$ cat src/design/rv_macros.svh
`ifndef RV_MACROS_SVH
`define RV_MACROS_SVH

// Data and address width
`define XLEN 32

// First fetch address after reset
`define RESET_PC 32'h8000_0000

// Integer register count, x0 included
`define NR_REGS 32

`endif

$ cat src/design/rv_pkg.sv
package rv_pkg;

    // RV32 major opcodes, inst[6:0]
    typedef enum logic [6:0] {
        OP_LOAD   = 7'b0000011,
        OP_STORE  = 7'b0100011,
        OP_OP_IMM = 7'b0010011,
        OP_OP     = 7'b0110011,
        OP_LUI    = 7'b0110111,
        OP_AUIPC  = 7'b0010111,
        OP_JAL    = 7'b1101111,
        OP_JALR   = 7'b1100111,
        OP_BRANCH = 7'b1100011,
        OP_SYSTEM = 7'b1110011
    } opcode_e;

    typedef enum logic {
        RUNNING = 1'b0,
        HALTED  = 1'b1
    } run_state_e;

endpackage

$ cat src/design/ifu.sv
`timescale 1ns/1ps
`include "rv_macros.svh"

module ifu (
    input  logic             clk,
    input  logic             rst_n,
    input  logic [`XLEN-1:0] next_pc,
    input  logic             ebreak,
    input  logic             inst_invalid,
    output logic [`XLEN-1:0] pc,
    output logic             halted
);
    import rv_pkg::*;

    run_state_e state;

    always_ff @(posedge clk) begin
        if (!rst_n) begin
            state <= RUNNING;
            pc    <= `RESET_PC;
        end else if (state == RUNNING) begin
            pc <= next_pc;
            if (ebreak || inst_invalid) begin
                state <= HALTED; // Sticky until reset
            end
        end
    end

    assign halted = (state == HALTED);

endmodule

$ cat config.mk
export PLATFORM = sky130hd
export DESIGN_NAME = ifu
export DESIGN_NICKNAME = d
export VERILOG_FILES = /design/src/design/rv_pkg.sv /design/src/design/ifu.sv
export VERILOG_INCLUDE_DIRS = /design/src /design/src/design
export SDC_FILE = /design/constraint.sdc
export NUM_CORES = 1
export LEC_CHECK = 0
export BUFFER_PORTS_ARGS = -buffer_cell sky130_fd_sc_hd__buf_2
export CORE_MARGIN = 2
export CORE_UTILIZATION = 39
export CTS_CLUSTER_SIZE = 28
export DETAILED_ROUTE_END_ITERATION = 10
export PLACE_DENSITY = 0.74
export SETUP_SLACK_MARGIN = 0.15
export SYNTH_ARGS = -nofsm -noshare
export SYNTH_HDL_FRONTEND = slang
export SYNTH_SLANG_ARGS = --single-unit
$ cat constraint.sdc
create_clock -name clk -period 0.9 [get_ports clk]
set_input_delay 0.09 -clock clk [delete_from_list [all_inputs] [get_ports clk]]
set_output_delay 0.09 -clock clk [all_outputs]
set_load 0.1 [all_outputs]
After elaboration in Yosys (flattened, before gate mapping)
Cells that the tools add are included.

Mux-type cells: 2. Reduce and logical (&&, ||, !) cells: 1.

Operators by type and width (number): two-way mux 1 bit (2); logical OR 1 bit (1).

Flip-flop bits (word level): 33. Input port bits: 36. Output and inout port bits: 33. Logic and storage cells: 5.

Longest topological paths before layout
Word-level depth: 3. Gate-level depth with buffers: 4. Mapped depth without buffers: 2.

Worst setup path before layout
OpenSTA, ideal clock, no wires.

Path type: reg-to-reg. From: register state, in the netlist halted. To: register pc[10]. Setup time: 120 ps. Data arrival time: 1567 ps. Required time: 780 ps. Path slack: -787 ps. Stages on the path, launching flop included: 5. Buffers on the path: 2. Period minus slack after synthesis: 1687 ps. Path through: dfxtp_1 -> buf_6 -> buf_8 -> mux2i_1 -> nor2b_1.

RTL lines: start: declaration (line ifu.sv:15) `run_state_e state;`; start signal: assignment (line ifu.sv:19) `state <= RUNNING;`; start signal: assignment (line ifu.sv:24) `state <= HALTED;`; end signal: assignment (line ifu.sv:20) `` pc <= `RESET_PC; ``; end signal: assignment (line ifu.sv:22) `pc <= next_pc;`; end: declaration (line ifu.sv:10) `` output logic [`XLEN-1:0] pc, ``.

Worst setup path after layout
From: register state, in the netlist halted. To: output halted.

RTL lines: end: declaration (line ifu.sv:11) `output logic halted`.

No word-level cell between the ends.

==> metrics list <==
- Of the cells placed in the final design, the portion with a size suffix greater than 1 is 63.2%.
- Longest Clk Path Bufs: 2
* Layout Skew: 13.0 ps
* Vertical extent of the die: 60.8 um
- The placed instances occupy a cell area of 2180 um^2.
- Maximum VDD drop: 1080 uV
- For met1 alone, demand over resource in global routing was 18.7%.
- For this block, the routed nets add up to 3.05 mm of wire.
* Final setup vio count: 66
* Number of standard-cell rows in the floorplan: 20
* Final Power: 3.96 mW
* Critical Setup Path Class: reg -> out
- Design Area, Final: 2320 um^2
- GRT Max-Usage Layer: met2
- The synthesized design spends more area on one cell type than any other, namely sky130_fd_sc_hd__dfxtp_1.
- Horiz. Die Dim: 60.8 um
- Count of input and output buffers: 68
- Antenna diodes: 0
- The later pin in the worst-skew pair is clocked with a latency of 330 ps.
- In this run the standard cell core region covers 3050 um^2.
* Area Overhead vs Synth: 84.5%
* Total clock buffers created by CTS: 5
* Gate count of the mapped netlist: 105
- The slowest stage of the critical path belongs to the cell sky130_fd_sc_hd__dfxtp_4.
- The number of global-route vias before repair came to 1044.
* First-pass detailed-route iteration total: 4
* Timing-limited maximum frequency: 0.937 GHz
- Share of Yosys cell area claimed by the top area cell type: 52.4%
- Clk Tree Root Cell: sky130_fd_sc_hd__clkbuf_4
* Routed wirelength normalized by instance count: 13.3 um
* Clock slew at the register clock pins of the worst setup and hold paths: 100 ps
- Met3 Use GR: 9.17%
- Fin. Hold Viols: 1
* Starting density of the core: 41.3%
- The path class of the tightest hold or removal check is in -> reg.
- The number of antenna violations at the first check in global routing was 0.
* Sequential fraction of the synthesis area: 52.4%
- Worst hold slack across all endpoints: -12.3 ps
* Final critical-path setup slack: -167 ps
- For the worst setup path, the data arrival time is 980 ps.
- Of all nets on the critical path, the largest fanout is 2.
- In this run, the number of DRC markers left after iteration 0 of detailed routing was 7.
* Pin count of the biggest net entering global routing: 34
* Worst-path cell chain: buf_12, buf_12
* Clock tree from TritonCTS: done
* Cell types occupying the most area after synthesis: sky130_fd_sc_hd__dfxtp_1, sky130_fd_sc_hd__mux2i_1, sky130_fd_sc_hd__nor2b_1, sky130_fd_sc_hd__buf_8, sky130_fd_sc_hd__buf_12
- The largest single stage delay on the critical path is 370 ps.
- Async S/R FF share, synth: 0%
- The worst setup path is captured at a primary output.
- For this run, the total global-route usage over all layers was measured as 17.7%.
- The clock drives 33 sinks.
- Global-route wire length before repair: 4.62 mm
- Max-cap violation count: 0
- Final Critical Period: 1070 ps
- For this run, design rule violations remaining after detail routing come to 0.
* Violations in the final reports: hold timing, setup timing
* Slew at the pin with the worst max-slew slack: 426 ps
* Total die area: 3700 um^2
- Global route total overflow: 0
- For the worst flop-to-flop path, the logic depth is 4.
- Routability-driven placement finished with a final weighted congestion of 0.676.
- Result of the run: finished with violations
* Flops & latches, synth: 33
- Number of vias per cell: 4.44
* Worst hold path depth: 2
- Number of distinct standard cells referenced by the synthesized netlist: 9
* Total leakage power: 1.05 nW
- Post-synth EDFFs: 0
* Post-synthesis average cell area: 12.0 um^2
- Final net count: 221
- Via count: 1016
* Critical path required time: 810 ps
- Total power density per cell area: 1700 nW/um^2
- The H-tree was split into 2 levels.
- Most Frequent Cell on Critical Path: sky130_fd_sc_hd__buf_12
- After clock tree synthesis, the flow added hold-fix buffers numbering 2.
- Period utilization: 119%
- The synthesized netlist occupies a cell area of 1260 um^2.
* Startpoint kind of the worst setup timing path: flop
- Counting the fill cells in the layout gives 227.
* Unrepaired setup endpoints after global routing: true
- Headroom to the max-slew limit: 71.6%
- The count of nets left with antenna violations once routing finished came out at 0.
- Global routing consumed, on the met2 layer, 29.6% of the routing resources.
- Main synth FF type: sky130_fd_sc_hd__dfxtp_1
- Leading cell types by count after synthesis: sky130_fd_sc_hd__dfxtp_1, sky130_fd_sc_hd__mux2i_1, sky130_fd_sc_hd__nor2b_1, sky130_fd_sc_hd__clkbuf_1, sky130_fd_sc_hd__buf_8
- The final-report max-slew violation count is 0.
* Syn nets: 141
- Top-level port count: 69
- For this run, the number of Yosys warnings is 0.
* Most numerous cell in the Yosys netlist: sky130_fd_sc_hd__dfxtp_1
stage by stage:
step | util [%] | std cells | hold WS (ps) | setup WS (ps) | TNS [ps]
2_1_floorplan | - | 105 | 207 | -303 | -9270
3_3_place_gp | 71.5 | 213 | 296 | -2.20 | -4.99
3_5_place_dp | 71.5 | 213 | 308 | -75.2 | -654
4_1_cts | 74.6 | 226 | -21.7 | -188 | -7130
5_1_grt | 76.1 | 229 | -29.1 | -228 | -9360
6_report | 76.1 | 229 | -12.3 | -167 | -5940
report_power, final:
part	leakage, nW	switching (mW)	total (mW)	internal (mW)
Sequential	0.284	0.105	1.68	1.58
Clock	0.0281	0.461	0.748	0.287
Combinational	0.734	0.914	1.53	0.615
Total	1.05	1.48	3.96	2.48
final cells by class:
| type | count | area [um^2] | share of cell area [%] |
|---|---|---|---|
| tap | 44 | 55.1 | 2.37 |
| multi-input combinational | 65 | 527 | 22.7 |
| timing repair buffer | 80 | 990 | 42.6 |
| sequential | 33 | 707 | 30.4 |
| clock inverter | 1 | 5.00 | 0.215 |
| clock buffer | 6 | 41.3 | 1.78 |
cells in the final DEF, fill, tap and decap left out:
master	n
sky130_fd_sc_hd__dfxtp_2	31
sky130_fd_sc_hd__o31a_1	1
sky130_fd_sc_hd__clkbuf_1	1
sky130_fd_sc_hd__clkinv_2	1
sky130_fd_sc_hd__mux2i_1	32
sky130_fd_sc_hd__buf_12	36
sky130_fd_sc_hd__buf_2	35
sky130_fd_sc_hd__nor2b_1	31
sky130_fd_sc_hd__buf_4	5
sky130_fd_sc_hd__nand2_1	1
sky130_fd_sc_hd__clkbuf_4	5
sky130_fd_sc_hd__buf_6	1
sky130_fd_sc_hd__dlygate4sd3_1	2
sky130_fd_sc_hd__dfxtp_4	2
sky130_fd_sc_hd__clkbuf_16	1
sequential cells by signal, indices dropped and copies added, names as in the netlist:
| register | flops |
|---|---|
| pc | 32 |
| halted | 1 |
routing by layer:
layer / share of wire [%] / routed length, um
met5: 0 / 0
met1: 38 / 1160
met3: 9.7 / 297
met4: 1.7 / 53
met2: 51 / 1550
logic make-up (layout without fill, tap and decap cells):
logic type             count (synthesis)  count (layout)  share of synthesized area, %
AO/OA/AOI/OAI                          1               1                         0.695
buffers and inverters                  7              87                          5.76
flip-flops                            33              33                          52.4
multiplexers                          32              32                          25.4
AND/OR/NAND/NOR                       32              32                          15.7
critical path, delay by kind of cell, from the launching register on:
kind / cells / cell delay (ps)
buffers and inverters: 2 / 270
flip-flops: 1 / 370
worst paths after layout:
kind | start | endpoint | slack [ps]
worst min register to register | pc[31]$_SDFFE_PN1N_ | pc[31]$_SDFFE_PN1N_ | 540
worst max register to register | halted$_SDFF_PN0_ | pc[6]$_SDFFE_PN0N_ | -170
worst max-delay path | halted$_SDFF_PN0_ | halted | -170
worst min-delay path | inst_invalid | halted$_SDFF_PN0_ | -10
repair_timing:
action                                  4_1_cts  5_1_grt
endpoints found under the setup margin       66       66
buffers inserted                              4        2
gates cloned                                  0        1
endpoints found under the hold margin         3        1
gates resized for setup                       0        2
(Power assumes the default switching activity.)
