$ cat src/design/rv_macros.svh
`ifndef RV_MACROS_SVH
`define RV_MACROS_SVH

// Data and address width
`define XLEN 32

// First fetch address after reset
`define RESET_PC 32'h8000_0000

// Integer register count, x0 included
`define NR_REGS 32

`endif

$ cat src/design/rv_pkg.sv
package rv_pkg;

    // RV32 major opcodes, inst[6:0]
    typedef enum logic [6:0] {
        OP_LOAD   = 7'b0000011,
        OP_STORE  = 7'b0100011,
        OP_OP_IMM = 7'b0010011,
        OP_OP     = 7'b0110011,
        OP_LUI    = 7'b0110111,
        OP_AUIPC  = 7'b0010111,
        OP_JAL    = 7'b1101111,
        OP_JALR   = 7'b1100111,
        OP_BRANCH = 7'b1100011,
        OP_SYSTEM = 7'b1110011
    } opcode_e;

    typedef enum logic {
        RUNNING = 1'b0,
        HALTED  = 1'b1
    } run_state_e;

endpackage

$ cat src/design/idu.sv
`timescale 1ns/1ps
`include "rv_macros.svh"

module idu (
    input  logic [`XLEN-1:0] inst,
    output rv_pkg::opcode_e  opcode,
    output logic [2:0]       funct3,
    output logic [6:0]       funct7,
    output logic [4:0]       rs1_addr,
    output logic [4:0]       rs2_addr,
    output logic [4:0]       rd_addr,
    output logic [`XLEN-1:0] imm,
    output logic             reg_write_en,
    output logic             mem_write,
    output logic             inst_invalid,
    output logic             ebreak
);
    import rv_pkg::*;

    logic [`XLEN-1:0] imm_i;
    logic [`XLEN-1:0] imm_s;
    logic [`XLEN-1:0] imm_b;
    logic [`XLEN-1:0] imm_u;
    logic [`XLEN-1:0] imm_j;
    logic             op_legal;
    logic             op_imm_legal;

    assign opcode   = opcode_e'(inst[6:0]);
    assign rd_addr  = inst[11:7];
    assign funct3   = inst[14:12];
    assign rs1_addr = inst[19:15];
    assign rs2_addr = inst[24:20];
    assign funct7   = inst[31:25];

    assign imm_i = {{20{inst[31]}}, inst[31:20]};
    assign imm_s = {{20{inst[31]}}, inst[31:25], inst[11:7]};
    assign imm_b = {{19{inst[31]}}, inst[31], inst[7], inst[30:25], inst[11:8], 1'b0};
    assign imm_u = {inst[31:12], 12'b0};
    assign imm_j = {{11{inst[31]}}, inst[31], inst[19:12], inst[20], inst[30:21], 1'b0};

    // SUB/SRA only on funct3 000/101, MULHSU and MULHU not supported
    assign op_legal = (funct7 == 7'b0000000) ||
                      (funct7 == 7'b0100000 && (funct3 == 3'b000 || funct3 == 3'b101)) ||
                      (funct7 == 7'b0000001 && funct3 != 3'b010 && funct3 != 3'b011);

    assign op_imm_legal = (funct3 == 3'b001) ? (funct7 == 7'b0000000) :
                          (funct3 == 3'b101) ? (funct7 == 7'b0000000 || funct7 == 7'b0100000) :
                          1'b1;

    assign ebreak = (inst == 32'h0010_0073);

    always_comb begin
        imm          = '0;
        reg_write_en = 1'b0;
        mem_write    = 1'b0;
        inst_invalid = 1'b0;
        case (opcode)
            OP_LOAD: begin
                imm          = imm_i;
                reg_write_en = 1'b1;
            end
            OP_STORE: begin
                imm       = imm_s;
                mem_write = 1'b1;
            end
            OP_OP_IMM: begin
                imm          = imm_i;
                reg_write_en = 1'b1;
                inst_invalid = !op_imm_legal;
            end
            OP_OP: begin
                reg_write_en = 1'b1;
                inst_invalid = !op_legal;
            end
            OP_LUI, OP_AUIPC: begin
                imm          = imm_u;
                reg_write_en = 1'b1;
            end
            OP_JAL: begin
                imm          = imm_j;
                reg_write_en = 1'b1;
            end
            OP_JALR: begin
                imm          = imm_i;
                reg_write_en = 1'b1;
            end
            OP_BRANCH: imm = imm_b;
            OP_SYSTEM: imm = imm_i;
            default:   inst_invalid = 1'b1;
        endcase
    end

endmodule

$ cat config.mk
export PLATFORM = sky130hd
export DESIGN_NAME = idu
export DESIGN_NICKNAME = d
export VERILOG_FILES = /design/src/design/rv_pkg.sv /design/src/design/idu.sv
export VERILOG_INCLUDE_DIRS = /design/src /design/src/design
export SDC_FILE = /design/constraint.sdc
export NUM_CORES = 1
export LEC_CHECK = 0
export BUFFER_PORTS_ARGS = -buffer_cell sky130_fd_sc_hd__buf_2
export CORE_ASPECT_RATIO = 1.1
export CORE_UTILIZATION = 37
export DETAILED_ROUTE_END_ITERATION = 12
export PLACE_DENSITY = 0.85
export SLEW_MARGIN = 10
export SYNTH_ARGS = -nofsm -noshare
export SYNTH_HDL_FRONTEND = slang
export SYNTH_SLANG_ARGS = --single-unit
export TNS_END_PERCENT = 10
$ cat constraint.sdc
create_clock -name vclk -period 3.04
set_input_delay 0.912 -clock vclk [all_inputs]
set_output_delay 0.912 -clock vclk [all_outputs]
set_load 0.02 [all_outputs]
**After elaboration in Yosys (flattened, before gate mapping)**

Index checks and enable logic that the tools add are counted.

- Register bits after elaboration: 0
- Input port bits: 32
- Output and inout bits: 68
- Logic and storage cells: 38

- Equal/unequal tests: 17
- Muxes and demuxes: 6
- Reductions and logical operators: 15

Operators with widths:

| cell | number |
|---|---|
| case mux 32 bit (5 select lines) | 1 |
| == test 32 x 21 -> 1 bit (second input constant) | 1 |
| == test 7 x 6 -> 1 bit (second input constant) | 4 |
| == test 7 bit (second input constant) | 4 |
| == test 7 x 5 -> 1 bit (second input constant) | 2 |
| OR reduction 8 bit | 1 |
| == test 7 x 1 -> 1 bit (second input constant) | 1 |
| == test 7 x 2 -> 1 bit (second input constant) | 1 |
| zero test 7 bit | 1 |
| OR reduction 7 bit | 1 |
| inequality test 3 x 2 -> 1 bit (second input constant) | 2 |
| logical OR 1 bit | 4 |
| two-way mux 1 bit | 4 |
| OR reduction 4 bit | 1 |
| == test 3 x 1 -> 1 bit (second input constant) | 1 |
| == test 3 bit (second input constant) | 1 |
| logical AND 1 bit | 3 |
| zero test 3 bit | 1 |
| case mux 1 bit (3 select lines) | 1 |
| zero test 1 bit | 2 |
| OR reduction 2 bit | 1 |

**Depth between registers and ports, before layout**

- Depth after elaboration: 7
- Mapped depth: 6
- Depth with buffers taken out: 4

**Worst setup path before layout**

No wires, ideal clock.

- Kind: input to output
- From: input port inst[3]
- To: output port imm[0]
- Arrival time: 2389 ps
- Required time: 2128 ps
- Setup slack: -261 ps
- Stages on the path: 5
- Path buffers: 1
- Cell sequence: buf_4 > nor2_1 > nand2_1 > nor4_1 > a32o_1

- Word-level cells in the longest chain between the ends: 3
- Elaborated cells on any way between the ends: 12
- Those cells by class: 9 x eq/ne; 1 x mux; 2 x reduce/logical

RTL lines:

| element | line | RTL |
|---|---|---|
| start, declared | idu.sv:5 | `` input logic [`XLEN-1:0] inst, `` |
| == test 7 bit, or another cell as far along | idu.sv:57 | `case (opcode)` |
| OR reduction 4 bit (no line) or OR reduction 2 bit (tied branches) | - |  |
| case mux 32 bit (5 select lines) (*) | idu.sv:57 |  |
| end, declared | idu.sv:12 | `` output logic [`XLEN-1:0] imm, `` |

Every way passes the cells marked *; elsewhere a longest branch is shown, timed or not.

**Worst setup path after layout**

- From: input port inst[2]
- To: output port imm[30]

The elaborated chain is that of the path after synthesis.

==> flow_metrics.py <==
metrics = {
    "status": {
        "status": "finished, violations left",
        "failed_checks": "setup timing",
    },
    "setup_path": {
        "worstSetupPathType": "primary input to output pin",
        "critPathLaunch": "inst[2]",
        "worst_setup_path_end_kind": "output pin",
        "critical_path_arrival_ps": 2130,
        "start_kind": "primary input",
        "required_ps": 2130,
        "crit_fanout": 7,
    },
    "timing": {
        "whs_ps": 2080,
        "fmax_ghz": 0.328,
        "worst_pin_slew_ps": 387,
        "rsz0062_at_grt": "true",
        "min_period_over_period_pct": 100,
        "finalSetupViolCount": 4,
        "worst_slack_ps": -6.74,
        "hold_violations": 0,
        "fin_crit_ps": 3050,
        "slew_headroom_pct": 74.0,
        "finalMaxSlewViolations": 0,
    },
    "pwr": {
        "peakVddDrop_mv": 0.102,
        "power_mw": 0.192,
        "pwr_density_cell_nw_per_um2": 129,
        "power_leakage_nw": 0.914,
    },
    "floorplan": {
        "io_pins": 100,
        "placementRows": 18,
        "core_um2": 2320,
        "dieArea_um2": 2740,
        "start_util_pct": 40.3,
        "die_w_um": 50.0,
        "dieHeight_um": 54.8,
    },
    "route": {
        "wl_um": 3590,
        "ant_nets": 0,
        "drc_errors": 0,
        "viasPerCell": 5.29,
        "drt_iter0_drc": 22,
        "dr.pass1.iters": 4,
        "num_vias": 1312,
        "post_drt_wl_per_cell_um": 14.5,
    },
    "layout": {
        "nClkBuffers": 0,
        "nets": 252,
        "antenna_cells": 0,
        "fillers": 211,
        "seqCellArea_um2": 0,
        "fin_cells": 248,
        "nFlopsAndLatches": 0,
        "syn_to_final_growth_pct": 58.6,
        "multi_input_area_um2": 694,
        "final_area_um2": 1480,
        "drive_gt1_share_pct": 61.5,
    },
    "global_route": {
        "grt_pass1_wl_um": 4600,
        "antenna_found_initial": 0,
        "grt_pass1_vias": 973,
        "grt.overflow.total": 0,
        "grt_max_degree": 12,
        "grt.total_usage_pct": 21.7,
    },
    "placement": {
        "portBuffers": 100,
        "place_inst": 246,
        "place_hpwl_um": 2750,
        "placed_area_um2": 1340,
        "pre_cts_ws_ps": -80.7,
        "place.gp.congestion": 0.889,
    },
    "synthesis": {
        "syn_area_um2": 936,
        "yosysSeqAreaShare_pct": 0,
        "ys_warn_count": 0,
        "avgSynthCellArea_um2": 6.83,
        "synthCells": 137,
        "synth_cell_types": 38,
        "syn_nets": 169,
    },
    "clock_tree": {
        "cts_hold_buf": 0,
    },
    "min_path": {
        "hp-start": "inst[19]",
        "hp-class": "primary input to output pin",
    },
    "run": {
        "cap_violations": 0,
    },
}
[critical path, stage by stage]
cell      delay, ps
clkbuf_4        150
mux2_1          330
o32a_4          250
nor2_4          100
buf_4           140
a21o_1          120
buf_6           130
[where the power goes]
| part | internal, mW | switching, mW |
|---|---|---|
| Sequential | 0 | 0 |
| Clock | 0 | 0 |
| Combinational | 0.0765 | 0.116 |
| Total | 0.0765 | 0.116 |
[cells in the final DEF, fill, tap and decap left out, types with 2 or more instances in the layout]
master | Yosys | routed
a21o_1 | 20 | 20
a21oi_2 | 1 | 3
a22o_1 | 4 | 4
and2_1 | 5 | 5
and3b_1 | 2 | 2
buf_2 | 2 | 78
buf_4 | 35 | 33
buf_6 | 1 | 7
inv_1 | 2 | 2
nand2_1 | 8 | 8
nand3_1 | 6 | 6
nor2_1 | 8 | 6
nor2b_1 | 3 | 2
nor3_1 | 4 | 3
nor4_1 | 5 | 4
o21ai_0 | 6 | 6
o21ai_1 | 2 | 2
[path summary, 6_finish.rpt]
check  slack [ps]     endpoint  depth (start not counted)
max            -7      imm[30]                          7
min          2080  rs1_addr[4]                          2
[synthesized netlist by cell type, types with 2 or more instances]
master,n,area share [%]
nand2_1,8,3.2
inv_1,2,0.80
o21ai_0,6,3.2
a21o_1,20,16
and2_1,5,3.3
nor2_1,8,3.2
buf_4,35,28
nor4_1,5,3.3
nor2b_1,3,2.0
nand3_1,6,3.2
and3b_1,2,1.9
buf_2,2,1.1
o21ai_1,2,1.1
a22o_1,4,3.7
nor3_1,4,2.1
a21oi_1,3,1.6
[through the flow]
stage          TNS, ps  util [%]
6_report         -16.1      64.0
5_1_grt           -682      64.0
4_1_cts          -21.2      60.5
3_5_place_dp      -730      57.8
3_3_place_gp      -293      57.8
2_1_floorplan        0         -
[cell type report]
class / instances / area share [%]
Timing Repair Buffer: 120 / 50.2
Multi-Input combinational cell: 96 / 46.8
Tap cell: 30 / 2.53
Inverter: 2 / 0.506
[what timing repair did]
item	in CTS	in global routing
gates cloned	1	0
setup buffers	1	0
pin swaps	3	2
endpoints found under the setup margin	22	31
resized for setup	19	23
[cells by family (layout without fill, tap and decap cells)]
kind of cell	count (synthesis)	in the layout	synth area share, %
AOI/OAI and AO/OA	47	47	38.9
and+or+nand+nor	47	47	27.4
buffers and inverters	41	122	31.6
xor gates and xnor gates	1	1	0.936
muxes	1	1	1.20
[layer usage]
layer	track usage, %	vias up	part of all wire [%]
li1	-	637	-
met3	1.67	8	5.6
met1	26.4	603	40
met4	3.81	0	2.1
met2	42.3	64	52
met5	0	-	0
Power figures use the tool's default switching activity.
